[config.mk]
export PLATFORM = sky130hd
export DESIGN_NAME = analog_top
export DESIGN_NICKNAME = d
export VERILOG_FILES = /design/src/hdl/analog_pkg.sv /design/src/hdl/adc_front.sv /design/src/hdl/analog_top.sv /design/src/hdl/dac_output.sv /design/src/hdl/moving_average.sv /design/src/hdl/output_mixer.sv
export SDC_FILE = /design/constraint.sdc
export NUM_CORES = 2
export LEC_CHECK = 0
export ABC_AREA = 1
export BUFFER_PORTS_ARGS = -buffer_cell sky130_fd_sc_hd__buf_4
export CAP_MARGIN = 20
export CORE_ASPECT_RATIO = 0.9
export CORE_UTILIZATION = 55
export DETAILED_ROUTE_END_ITERATION = 10
export PLACE_DENSITY = 0.76
export SLEW_MARGIN = 20
export SYNTH_ARGS = -nofsm -noshare
export SYNTH_HDL_FRONTEND = slang
export SYNTH_SLANG_ARGS = --single-unit
[constraint.sdc]
create_clock -name adc_clk -period 5.1 [get_ports adc_clk]
set_input_delay 0.765 -clock adc_clk [delete_from_list [all_inputs] [get_ports adc_clk]]
set_output_delay 0.765 -clock adc_clk [all_outputs]
set_load 0.01 [all_outputs]
[src/hdl/analog_pkg.sv]
// Analog data path shared definitions
// Sample widths, averaging window and the neg-slope code mapping
// used by the ADC front end and the DAC output stage

`default_nettype none

package analog_pkg;

  ////////////////////
  // Widths
  ////////////////////

  localparam int ADC_RAW_W    = 16;  // Raw ADC bus word
  localparam int SAMPLE_W     = 14;  // Processed sample
  localparam int ADC_RSV_W    = 2;   // Reserved low ADC bits, dropped
  localparam int WIN_LOG2_DEF = 6;   // 64 sample window

  ////////////////////
  // Vector types
  ////////////////////

  typedef logic        [ADC_RAW_W-1:0] adc_raw_t;   // Raw ADC word
  typedef logic signed [SAMPLE_W-1:0]  sample_t;    // Two's complement sample
  typedef logic        [SAMPLE_W-1:0]  dac_code_t;  // Neg-slope DAC code
  typedef logic signed [SAMPLE_W:0]    mix_sum_t;   // One guard bit for the sum

  // Neg-slope <-> two's complement, same mapping both ways
  // Sign bit stays, magnitude bits flip
  function automatic logic [SAMPLE_W-1:0] neg_slope(input logic [SAMPLE_W-1:0] val);
    return {val[SAMPLE_W-1], ~val[SAMPLE_W-2:0]};
  endfunction

endpackage

`default_nettype wire

[src/hdl/adc_front.sv]
// ADC front end
// Registers both ADC words, drops reserved bits, converts the
// neg-slope code to two's complement, optional digital loopback

`timescale 1ns/1ps
`default_nettype none

module adc_front
  import analog_pkg::*;
(
  input  logic     adc_clk,
  input  logic     adc_rstn,
  // ADC pins
  input  adc_raw_t adc_dat_a_i,     // CH A raw word
  input  adc_raw_t adc_dat_b_i,     // CH B raw word
  // Loopback
  input  logic     digital_loop_i,  // Level, selects loop samples
  input  sample_t  loop_a_i,        // Mixed output CH A
  input  sample_t  loop_b_i,        // Mixed output CH B
  // Converted samples
  output sample_t  adc_a_o,
  output sample_t  adc_b_o
);

  ////////////////////
  // Input registers
  ////////////////////

  logic [SAMPLE_W-1:0] raw_a_q;  // Neg-slope code, reserved bits gone
  logic [SAMPLE_W-1:0] raw_b_q;
  sample_t             conv_a;   // Two's complement
  sample_t             conv_b;

  // Should map onto IOB registers
  always_ff @(posedge adc_clk) begin
    if (!adc_rstn) begin
      raw_a_q <= '0;
      raw_b_q <= '0;
    end else begin
      raw_a_q <= adc_dat_a_i[ADC_RAW_W-1:ADC_RSV_W];
      raw_b_q <= adc_dat_b_i[ADC_RAW_W-1:ADC_RSV_W];
    end
  end

  ////////////////////
  // Conversion
  ////////////////////

  assign conv_a = neg_slope(raw_a_q);  // Keep sign, invert rest
  assign conv_b = neg_slope(raw_b_q);

  // Loopback bypasses the ADC entirely
  // Combinational from the mixer, no extra latency
  assign adc_a_o = digital_loop_i ? loop_a_i : conv_a;
  assign adc_b_o = digital_loop_i ? loop_b_i : conv_b;

endmodule

`default_nettype wire

[src/hdl/analog_top.sv]
// Analog data path top level
// ADC capture with loopback, generator and controller mixing,
// per channel moving average and neg-slope DAC outputs

`timescale 1ns/1ps
`default_nettype none

module analog_top
  import analog_pkg::*;
#(
  parameter int WIN_LOG2 = WIN_LOG2_DEF  // log2 of averaging window
) (
  input  logic      adc_clk,
  input  logic      adc_rstn,
  // ADC
  input  adc_raw_t  adc_dat_a_i,
  input  adc_raw_t  adc_dat_b_i,
  input  logic      digital_loop_i,  // Replace ADC with mixed outputs
  // Generator and controller samples
  input  sample_t   asg_a_i,
  input  sample_t   asg_b_i,
  input  sample_t   pid_a_i,
  input  sample_t   pid_b_i,
  // Converted ADC samples
  output sample_t   adc_a_o,
  output sample_t   adc_b_o,
  // DAC
  output dac_code_t dac_a_o,
  output dac_code_t dac_b_o,
  output logic      dac_sel_o,
  output logic      dac_rst_o
);

  sample_t mix_a;  // Saturated sums
  sample_t mix_b;
  sample_t avg_a;  // Window means
  sample_t avg_b;

  ////////////////////
  // ADC capture
  ////////////////////

  adc_front u_adc_front (
    .adc_clk        (adc_clk),
    .adc_rstn       (adc_rstn),
    .adc_dat_a_i    (adc_dat_a_i),
    .adc_dat_b_i    (adc_dat_b_i),
    .digital_loop_i (digital_loop_i),
    .loop_a_i       (mix_a),   // Loopback source
    .loop_b_i       (mix_b),
    .adc_a_o        (adc_a_o),
    .adc_b_o        (adc_b_o)
  );

  ////////////////////
  // Mixing
  ////////////////////

  output_mixer u_output_mixer (
    .asg_a_i (asg_a_i),
    .asg_b_i (asg_b_i),
    .pid_a_i (pid_a_i),
    .pid_b_i (pid_b_i),
    .mix_a_o (mix_a),
    .mix_b_o (mix_b)
  );

  ////////////////////
  // Smoothing
  ////////////////////

  // Both channels average their own mixed output
  moving_average #(
    .WIN_LOG2 (WIN_LOG2)
  ) ma_a (
    .adc_clk  (adc_clk),
    .adc_rstn (adc_rstn),
    .smp_i    (mix_a),
    .avg_o    (avg_a)
  );

  moving_average #(
    .WIN_LOG2 (WIN_LOG2)
  ) ma_b (
    .adc_clk  (adc_clk),
    .adc_rstn (adc_rstn),
    .smp_i    (mix_b),
    .avg_o    (avg_b)
  );

  ////////////////////
  // DAC outputs
  ////////////////////

  dac_output u_dac_output (
    .adc_clk   (adc_clk),
    .adc_rstn  (adc_rstn),
    .avg_a_i   (avg_a),
    .avg_b_i   (avg_b),
    .dac_a_o   (dac_a_o),
    .dac_b_o   (dac_b_o),
    .dac_sel_o (dac_sel_o),
    .dac_rst_o (dac_rst_o)
  );

endmodule

`default_nettype wire

[src/hdl/dac_output.sv]
// DAC output stage
// Registers the neg-slope code of each averaged channel,
// drives the channel-select strobe and the DAC reset level

`timescale 1ns/1ps
`default_nettype none

module dac_output
  import analog_pkg::*;
(
  input  logic      adc_clk,
  input  logic      adc_rstn,
  input  sample_t   avg_a_i,    // Averaged CH A
  input  sample_t   avg_b_i,    // Averaged CH B
  output dac_code_t dac_a_o,    // Neg-slope code CH A
  output dac_code_t dac_b_o,    // Neg-slope code CH B
  output logic      dac_sel_o,  // Channel select strobe
  output logic      dac_rst_o   // DAC reset, active high
);

  // Code of a zero sample
  localparam dac_code_t DAC_ZERO = {1'b0, {(SAMPLE_W-1){1'b1}}};

  dac_code_t dac_a_q;
  dac_code_t dac_b_q;
  logic      sel_q;
  logic      rst_q;

  ////////////////////
  // Output registers
  ////////////////////

  always_ff @(posedge adc_clk) begin
    if (!adc_rstn) begin
      dac_a_q <= DAC_ZERO;  // Midscale while in reset
      dac_b_q <= DAC_ZERO;
      sel_q   <= 1'b0;
      rst_q   <= 1'b1;
    end else begin
      dac_a_q <= neg_slope(avg_a_i);  // Sign kept, rest inverted
      dac_b_q <= neg_slope(avg_b_i);
      sel_q   <= ~sel_q;              // Alternates every edge
      rst_q   <= 1'b0;                // Drops one edge after release
    end
  end

  assign dac_a_o   = dac_a_q;
  assign dac_b_o   = dac_b_q;
  assign dac_sel_o = sel_q;
  assign dac_rst_o = rst_q;

  ////////////////////
  // Checks
  ////////////////////

  // Strobe never stalls once the DAC is out of reset
  a_sel_alternates: assert property (
    @(posedge adc_clk) disable iff (!adc_rstn)
    !dac_rst_o |=> dac_sel_o != $past(dac_sel_o)
  ) else $error("dac_sel_o did not alternate");

endmodule

`default_nettype wire

[src/hdl/moving_average.sv]
// Moving average, one channel
// Boxcar filter over 2**WIN_LOG2 samples: history memory,
// running sum and a wrapping write pointer

`timescale 1ns/1ps
`default_nettype none

module moving_average
  import analog_pkg::*;
#(
  parameter int WIN_LOG2 = WIN_LOG2_DEF  // Valid for 2 to 8
) (
  input  logic    adc_clk,
  input  logic    adc_rstn,
  input  sample_t smp_i,  // New sample every cycle
  output sample_t avg_o   // Window mean, floor
);

  localparam int WIN   = 1 << WIN_LOG2;         // Window length
  localparam int SUM_W = SAMPLE_W + WIN_LOG2;   // Holds WIN full scale samples

  typedef logic signed [SUM_W-1:0] sum_t;

  ////////////////////
  // State
  ////////////////////

  sample_t             hist_q [WIN];  // Last WIN samples
  logic [WIN_LOG2-1:0] ptr_q;         // Oldest slot, next write
  sum_t                sum_q;         // Sum over hist_q
  sample_t             old_smp;       // Sample leaving the window
  sum_t                sum_nxt;

  assign old_smp = hist_q[ptr_q];

  // Wrap in the intermediate is harmless, final value always fits
  assign sum_nxt = sum_q + sum_t'(smp_i) - sum_t'(old_smp);

  always_ff @(posedge adc_clk) begin
    if (!adc_rstn) begin
      for (int i = 0; i < WIN; i++) begin
        hist_q[i] <= '0;  // Sum and history must agree
      end
      ptr_q <= '0;
      sum_q <= '0;
    end else begin
      hist_q[ptr_q] <= smp_i;        // Overwrite oldest
      ptr_q         <= ptr_q + 1'b1;  // Natural wrap at WIN
      sum_q         <= sum_nxt;
    end
  end

  ////////////////////
  // Output
  ////////////////////

  // Divide by WIN, drop low bits -> rounds toward minus infinity
  assign avg_o = sum_q[SUM_W-1:WIN_LOG2];

  ////////////////////
  // Checks
  ////////////////////

  sum_t hist_sum;  // Reference total of the history memory

  always_comb begin
    hist_sum = '0;
    for (int i = 0; i < WIN; i++) begin
      hist_sum = hist_sum + sum_t'(hist_q[i]);
    end
  end

  // Add and subtract path never drifts from the memory contents
  a_sum_matches_hist: assert property (
    @(posedge adc_clk) disable iff (!adc_rstn)
    sum_q == hist_sum
  ) else $error("running sum differs from history total");

  // Filter comes out of reset empty
  a_avg_zero_in_reset: assert property (
    @(posedge adc_clk)
    !adc_rstn |=> avg_o == '0
  ) else $error("average not cleared by reset");

endmodule

`default_nettype wire

[src/hdl/output_mixer.sv]
// Output mixer
// Adds generator and controller samples per channel and
// saturates the result to the 14 bit sample range

`timescale 1ns/1ps
`default_nettype none

module output_mixer
  import analog_pkg::*;
(
  input  sample_t asg_a_i,  // Generator CH A
  input  sample_t asg_b_i,  // Generator CH B
  input  sample_t pid_a_i,  // Controller CH A
  input  sample_t pid_b_i,  // Controller CH B
  output sample_t mix_a_o,
  output sample_t mix_b_o
);

  // Sample range limits in sum width
  localparam mix_sum_t SUM_MAX = mix_sum_t'(2**(SAMPLE_W-1) - 1);
  localparam mix_sum_t SUM_MIN = -mix_sum_t'(2**(SAMPLE_W-1));

  mix_sum_t sum_a;  // Unsaturated, one guard bit
  mix_sum_t sum_b;

  // Clamp on overflow, direction from the sum sign
  function automatic sample_t saturate(input mix_sum_t s);
    if (s[SAMPLE_W] != s[SAMPLE_W-1]) begin  // Top two bits differ
      return {s[SAMPLE_W], {(SAMPLE_W-1){~s[SAMPLE_W]}}};
    end
    return s[SAMPLE_W-1:0];
  endfunction

  ////////////////////
  // Sum and clamp
  ////////////////////

  assign sum_a = mix_sum_t'(asg_a_i) + mix_sum_t'(pid_a_i);  // Sign extended
  assign sum_b = mix_sum_t'(asg_b_i) + mix_sum_t'(pid_b_i);

  assign mix_a_o = saturate(sum_a);
  assign mix_b_o = saturate(sum_b);

  ////////////////////
  // Checks
  ////////////////////

  // In range sums must pass through untouched
  always_comb begin
    if (sum_a >= SUM_MIN && sum_a <= SUM_MAX) begin
      assert (mix_a_o == sum_a[SAMPLE_W-1:0])
        else $error("mixer A altered an in-range sum");
    end
    if (sum_b >= SUM_MIN && sum_b <= SUM_MAX) begin
      assert (mix_b_o == sum_b[SAMPLE_W-1:0])
        else $error("mixer B altered an in-range sum");
    end
  end

endmodule

`default_nettype wire

# Word level (Yosys, flattened, before mapping)
# Memories as Yosys holds them, arrays and structs flattened. A register that Yosys moved wholly into a read port is not among the register bits.
# Cells that the tools add are included.
totals:
  ff_bits: 110
  ramBits: 1792
  inputBits: 91
  output_inout_bits: 58
  word_cells: 49
  n_memories: 2
classes:
  n_addsub: 8
  n_eq_ne: 2
  muxes: 18
  bitwise: 7
  n_reduce_logical: 2
memory_table:
  columns: ["name", "words", "word_bits", "read_ports", "rd_ports_with_merged_regs", "write_ports", "line", "text"]
  rows:
  - ["ma_a.hist_q", 64, 14, 1, 1, 64, "moving_average.sv:28", "sample_t hist_q [WIN];"]
  - ["ma_b.hist_q", 64, 14, 1, 1, 64, "moving_average.sv:28", null]
ops:
  columns: ["op", "count"]
  rows:
  - ["two-way mux 14 bit", 8]
  - ["NOT 13 bit", 4]
  - ["adder 20 x 14 -> 20 bit", 2]
  - ["subtractor 20 x 14 -> 20 bit", 2]
  - ["adder 14 x 14 -> 15 bit", 2]
  - ["OR reduction 14 bit", 2]
  - ["two-way mux 6 bit", 4]
  - ["adder 6 x 1 -> 6 bit (second input constant)", 2]
  - ["two-way mux 1 bit", 6]
  - ["NOT 1 bit", 3]
  - ["inequality test 1 bit", 2]

# Longest topological paths before layout
logic_depth:
  ltp_word: 6
  ltp_mapped: 32
  ltp_nobuf: 31

# Modules after synthesis
# Synthesis repeated with hierarchy kept, for this count alone.
hier_totals:
  hier_cells: 10757
  area_unflattened_um2: 92596.3
by_module_without_submodules:
  columns: ["mod", "n_inst", "cells_per_inst", "area_per_inst_um2"]
  rows:
  - ["moving_average (ma_a)", 1, 5096, 44532.7]
  - ["moving_average (ma_b)", 1, 5124, 44301.2]
  - ["output_mixer", 1, 320, 1820.5]
  - ["adc_front", 1, 152, 1193.6]
  - ["dac_output", 1, 65, 748.2]

# Least setup slack after synthesis
# OpenSTA, ideal clock, no wires.
synth_path:
  path_kind: "input-to-reg"
  startpoint: "input asg_a_i[0]"
  endpoint: "register ma_a.sum_q[16]"
  setup_ps: 122
  arrival_ps: 4478
  required_ps: 4978
  setup_slack_ps: 500
  cell_stages: 29
  path_buffers: 2
  path_cell_list: "ha_1 > inv_1 > fa_1 > o21ai_2 > nand2_1 > nand2_1 > nand3_1 > nand3_1 > nand2_2 > inv_2 > nand3_2 > buf_2 > nand2_1 > inv_2 > buf_2 > ha_1 > inv_1 > ha_1 > fa_1 > nand3_1 > nand3_1 > inv_1 > o21bai_1 > nand2_1 > nand2_1 > a21oi_1 > o21ai_0 > o21ai_0 > a21oi_1"
synth_via:
  elab_chain_len: 6
synth_rtl:
  columns: ["element", "line", "text"]
  rows:
  - ["start, declared", "analog_top.sv:20", "input sample_t asg_a_i,"]
  - ["adder 14 x 14 -> 15 bit (*)", "output_mixer.sv:38", "assign sum_a = mix_sum_t'(asg_a_i) + mix_sum_t'(pid_a_i);"]
  - ["inequality test 1 bit / NOT 1 bit (equally long branches)", "output_mixer.sv:28, output_mixer.sv:29", null]
  - ["two-way mux 1 bit / two-way mux 14 bit (equally long branches)", "output_mixer.sv:28", "if (s[SAMPLE_W] != s[SAMPLE_W-1]) begin"]
  - ["two-way mux 14 bit (*)", "output_mixer.sv:31", "return s[SAMPLE_W-1:0];"]
  - ["adder 20 x 14 -> 20 bit (*)", "moving_average.sv:37", "assign sum_nxt = sum_q + sum_t'(smp_i) - sum_t'(old_smp);"]
  - ["subtractor 20 x 14 -> 20 bit (*)", "moving_average.sv:37", null]
  - ["end signal, assigned", "moving_average.sv:49", "sum_q <= sum_nxt;"]
  - ["end, declared", "moving_average.sv:30", "sum_t sum_q;"]
# Every way passes the cells marked *; elsewhere a longest branch is shown, timed or not. The select of a mux whose other input is x is not followed.
# A chain may end at the register's enable or synchronous reset.

==> flow_metrics.tcl <==
set metrics [dict create \
    synth.yosys.warnings 0 \
    synth-edff-count 1792 \
    hold_class "primary input to flop" \
    critPathKind "flop to flop" \
    critical-path-slowest-cell "sky130_fd_sc_hd__o21ai_0" \
    drt_iter0_drc 9964 \
    multi_input_area_um2 24200 \
    netlist_top_cells_count "sky130_fd_sc_hd__nor2_1, sky130_fd_sc_hd__edfxtp_1, sky130_fd_sc_hd__nand2_1" \
    tritoncts_clock_tree "done" \
    cts-root-buf "sky130_fd_sc_hd__clkbuf_16" \
    remaining_drc_errors 0 \
    final.fill_count 11700 \
    synth_top_family_by_area "simple AND/OR/NAND/NOR gates" \
    whs_path_depth 3 \
    initial_core_util_pct 55.7 \
    synth-adder-area-share_pct 1.96 \
    worst-slew-pin-transition_ns 1.04 \
    reg2reg_setup_slack_ns 0.12 \
    synth_area_um2 85300 \
    final.period_utilization_pct 97.6 \
    leakage_uw 0.0368 \
    maxSlewHeadroom_pct 30.5 \
    cp_max_fo 23 \
    layout-drive-gt1-share_pct 10.2 \
    cts_buffers 188 \
    worst_skew_pair.late_latency_ns 0.85 \
    rsz_0062_raised_after_global_routing "no" \
    synth_cell_type_count 55 \
    sequentialPowerShare_pct 45.8 \
    synth-compound-area-share_pct 7.06 \
    grt_max_degree 83 \
    synth-xor-area-share_pct 0.226 \
    ys.flop_type "sky130_fd_sc_hd__edfxtp_1" \
    synth_area_per_cell_um2 10.5 \
    cts.sink_count 1902 \
    sequential_cell_area_um2 56000 \
    critical_path.most_common_cell "sky130_fd_sc_hd__nand2_1" \
    synth.ff_latch_count 1902 \
    worst_setup_path_end_kind "flop" \
    die_area_um2 157000 \
    cts_buffer_depth 3 \
    route.final.wire_length_um 252000 \
    synthesis.instances 8112 \
    netSwitchingPower_uw 12000 \
    drt.antenna.violating_nets 0 \
    switching_share_pct 30.4 \
    detailedRoute.firstPassIterationCount 7 \
    grt_overflow 0 \
    timing.hold.worst.start "adc_dat_a_i[2]" \
    grt_antenna_before_repair 4 \
    worstPathCellList "inv_2 > buf_4 > nand2_1 > nand3_1 > nand2_1 > o21ai_0 > nand2_1 > nor2_1 > nand2_1 > fa_1 > inv_1 > ha_1 > nand2_1 > nor4_1 > nand4_1 > nand3_1 > o21ai_0 > a21oi_1" \
    syn-num-nets 8313 \
    postCtsHoldBufs 0 \
    path_clk_slew_ns 0.06 \
    synth_async_sr_flop_share_pct 0 \
    power.share.combinational_pct 20.5 \
    power.density_cell_area_nw_per_um2 417 \
    track_usage_pct 31.9 \
    flow.area_growth_from_synthesis_pct 11.1 \
    rr_startpoint "ma_a.ptr_q[0]" \
    setup_viol 0 \
    critical_path_arrival_ns 5.76 \
    total_power_uw 39500 \
    skew_ns 0.0385 \
    internal-power_uw 27500 \
    critical_path.max_stage_delay_ns 0.69 \
    ff2ff_path_depth 18 \
    vdd_ir_drop_max_mv 0.543 \
    hpwl_um 153000 \
    place.port_buffers 144 \
    report.final.hold_viol_count 0 \
    wl_per_cell_um 24.3 \
    timing_max_transition_violations_final 0 \
    clock.fmax_mhz 201 \
    wire_length_of_the_first_global_routing_pass_um 374000 \
    place.gp.congestion 0.958 \
    post-route-min-period_ns 4.98 \
    synth_area_leaders "sky130_fd_sc_hd__edfxtp_1, sky130_fd_sc_hd__nor2_1, sky130_fd_sc_hd__nand2_1" \
    crit_path_start "ma_a.ptr_q[0]" \
    chipWidth_um 417 \
    maxCapViolCount 0 \
    critical_path.startpoint_type "flop" \
    ctsHtreeMaxLevel 4 \
    placeableCoreArea_um2 153000 \
    ff_to_ff_end "ma_a.sum_q[18]" \
    outcome "complete, no violations" \
    cp_data_required_time_ns 5.88 \
    die-height_um 376 \
    first_global_vias 61700 \
    clock_power_share_pct 33.7 \
    post-synth-top-area-cell "sky130_fd_sc_hd__edfxtp_1" \
    core.rowCount 136 \
    detail_route.vias_per_cell 6.15 \
    min_delay_worst_endpoint "u_adc_front.raw_a_q[0]" \
    synthSimpleGateAreaFrac_pct 18.9 \
    yosysSeqAreaShare_pct 65.6 \
    netlist.area_leader.share_pct 63.1 \
    synth.mux.area_fraction_pct 0 \
    dr_total_vias 64000 \
    yosysMostFrequentCell "sky130_fd_sc_hd__nor2_1" \
    totalNegativeSetupSlack_ns 0 \
    finish.net_count 8377 \
    design.portCount 149 \
]
## cell type report
cell class	instances	share of cell area (%)
Tap cell	2070	2.73
Timing Repair Buffer	493	4.45
Sequential cell	1902	59.1
Multi-Input combinational cell	5083	25.5
Clock buffer	250	5.30
Inverter	508	2.03
Antenna cell	1	0.00264
Clock inverter	99	0.887
## cell families after synthesis
kind of cell / after synthesis
buf+inv: 1127
xor+xnor: 22
flops: 1902
fa+ha+maj: 110
simple gates: 4039
compound gates: 912
## per-stage QoR
stage	hold WS, ns	cell area [um^2]	util (%)	cells	worst slack, ns
after detailed placement	0.367	88900	58.0	10100	0.204
after global routing	0.0957	94800	61.8	10400	0.00167
final	0.112	94800	61.8	10400	0.121
after global placement	0.368	88900	58.0	10100	0.239
after CTS	0.0655	94700	61.8	10400	0.194
after floorplan	0.358	85300	-	8112	0.500
## placed cells by master (no fill, tap or decap), types with 18 or more instances in the layout
cell | netlist | layout
sky130_fd_sc_hd__nand2_1 | 1558 | 1551
sky130_fd_sc_hd__clkbuf_16 | 0 | 190
sky130_fd_sc_hd__edfxtp_1 | 1792 | 1792
sky130_fd_sc_hd__clkinv_1 | 0 | 43
sky130_fd_sc_hd__buf_12 | 0 | 41
sky130_fd_sc_hd__inv_2 | 31 | 24
sky130_fd_sc_hd__a221oi_1 | 145 | 145
sky130_fd_sc_hd__nand3_1 | 271 | 271
sky130_fd_sc_hd__o21ai_0 | 300 | 170
sky130_fd_sc_hd__a21oi_1 | 136 | 136
sky130_fd_sc_hd__fa_1 | 40 | 40
sky130_fd_sc_hd__a22o_1 | 29 | 29
sky130_fd_sc_hd__o22ai_1 | 21 | 21
sky130_fd_sc_hd__ha_1 | 70 | 70
sky130_fd_sc_hd__inv_1 | 477 | 476
sky130_fd_sc_hd__clkbuf_1 | 305 | 56
sky130_fd_sc_hd__or2_2 | 18 | 18
sky130_fd_sc_hd__nor2_1 | 1971 | 1958
sky130_fd_sc_hd__clkinv_2 | 0 | 34
sky130_fd_sc_hd__a22oi_1 | 180 | 180
sky130_fd_sc_hd__buf_4 | 10 | 451
sky130_fd_sc_hd__nand4_1 | 176 | 176
sky130_fd_sc_hd__dfxtp_1 | 110 | 107
sky130_fd_sc_hd__o21ai_1 | 1 | 122
## worst max-delay path, delay by kind of cell, from the launching register on
kind / cells / cell delay (ns)
and+or+nand+nor: 10 / 2.02
adders and majority gates: 2 / 0.94
DFF: 1 / 0.40
buffers and inverters: 3 / 0.64
AOI/OAI and AO/OA: 3 / 0.91
## timing repair
item,4_1_cts,5_1_grt
endpoints found under the setup margin,0,14
hold endpoints to repair,0,0
gates resized for setup,0,12
setup buffers,0,4
## layer usage
layer  up-vias  routed length (um)  track usage [%]
met2      5064              112000             48.3
met4         6               10600             12.9
li1      27700                   -                -
met1     30500               89800             43.3
met3       702               40400             9.10
met5         -                  70                0
## registers in the layout, summed over array words and instances (netlist names)
signal and count:
u_dac_output.dac_a_o 14, ma_a.ptr_q 6, u_dac_output.dac_b_o 14, ma_a.sum_q 20, u_dac_output.dac_rst_o 1, ma_b.hist_q 896
ma_a.hist_q 896, u_adc_front.raw_a_q 14, u_adc_front.raw_b_q 14, ma_b.sum_q 20, ma_b.ptr_q 6, u_dac_output.dac_sel_o 1
## how the worst max path moves through the flow
stage | endpoint | slack [ns]
floorplan | ma_a.sum_q[16] | 0.50
global placement | ma_b.sum_q[16] | 0.24
detailed placement | ma_a.sum_q[16] | 0.20
CTS | ma_a.sum_q[16] | 0.19
global route | ma_b.sum_q[16] | 0.002
finish | ma_a.sum_q[18] | 0.12
## power by group through the flow
stage                     Combinational [uW]  Clock [uW]  Sequential (uW)
after floorplan                         5430           0            18400
after global placement                  7670           0            18400
after detailed placement                7810           0            18400
after CTS                               7860       13300            18100
after global routing                    8750       13900            18200
final                                   8080       13300            18100
No activity file was read; power rests on OpenSTA's default activity.
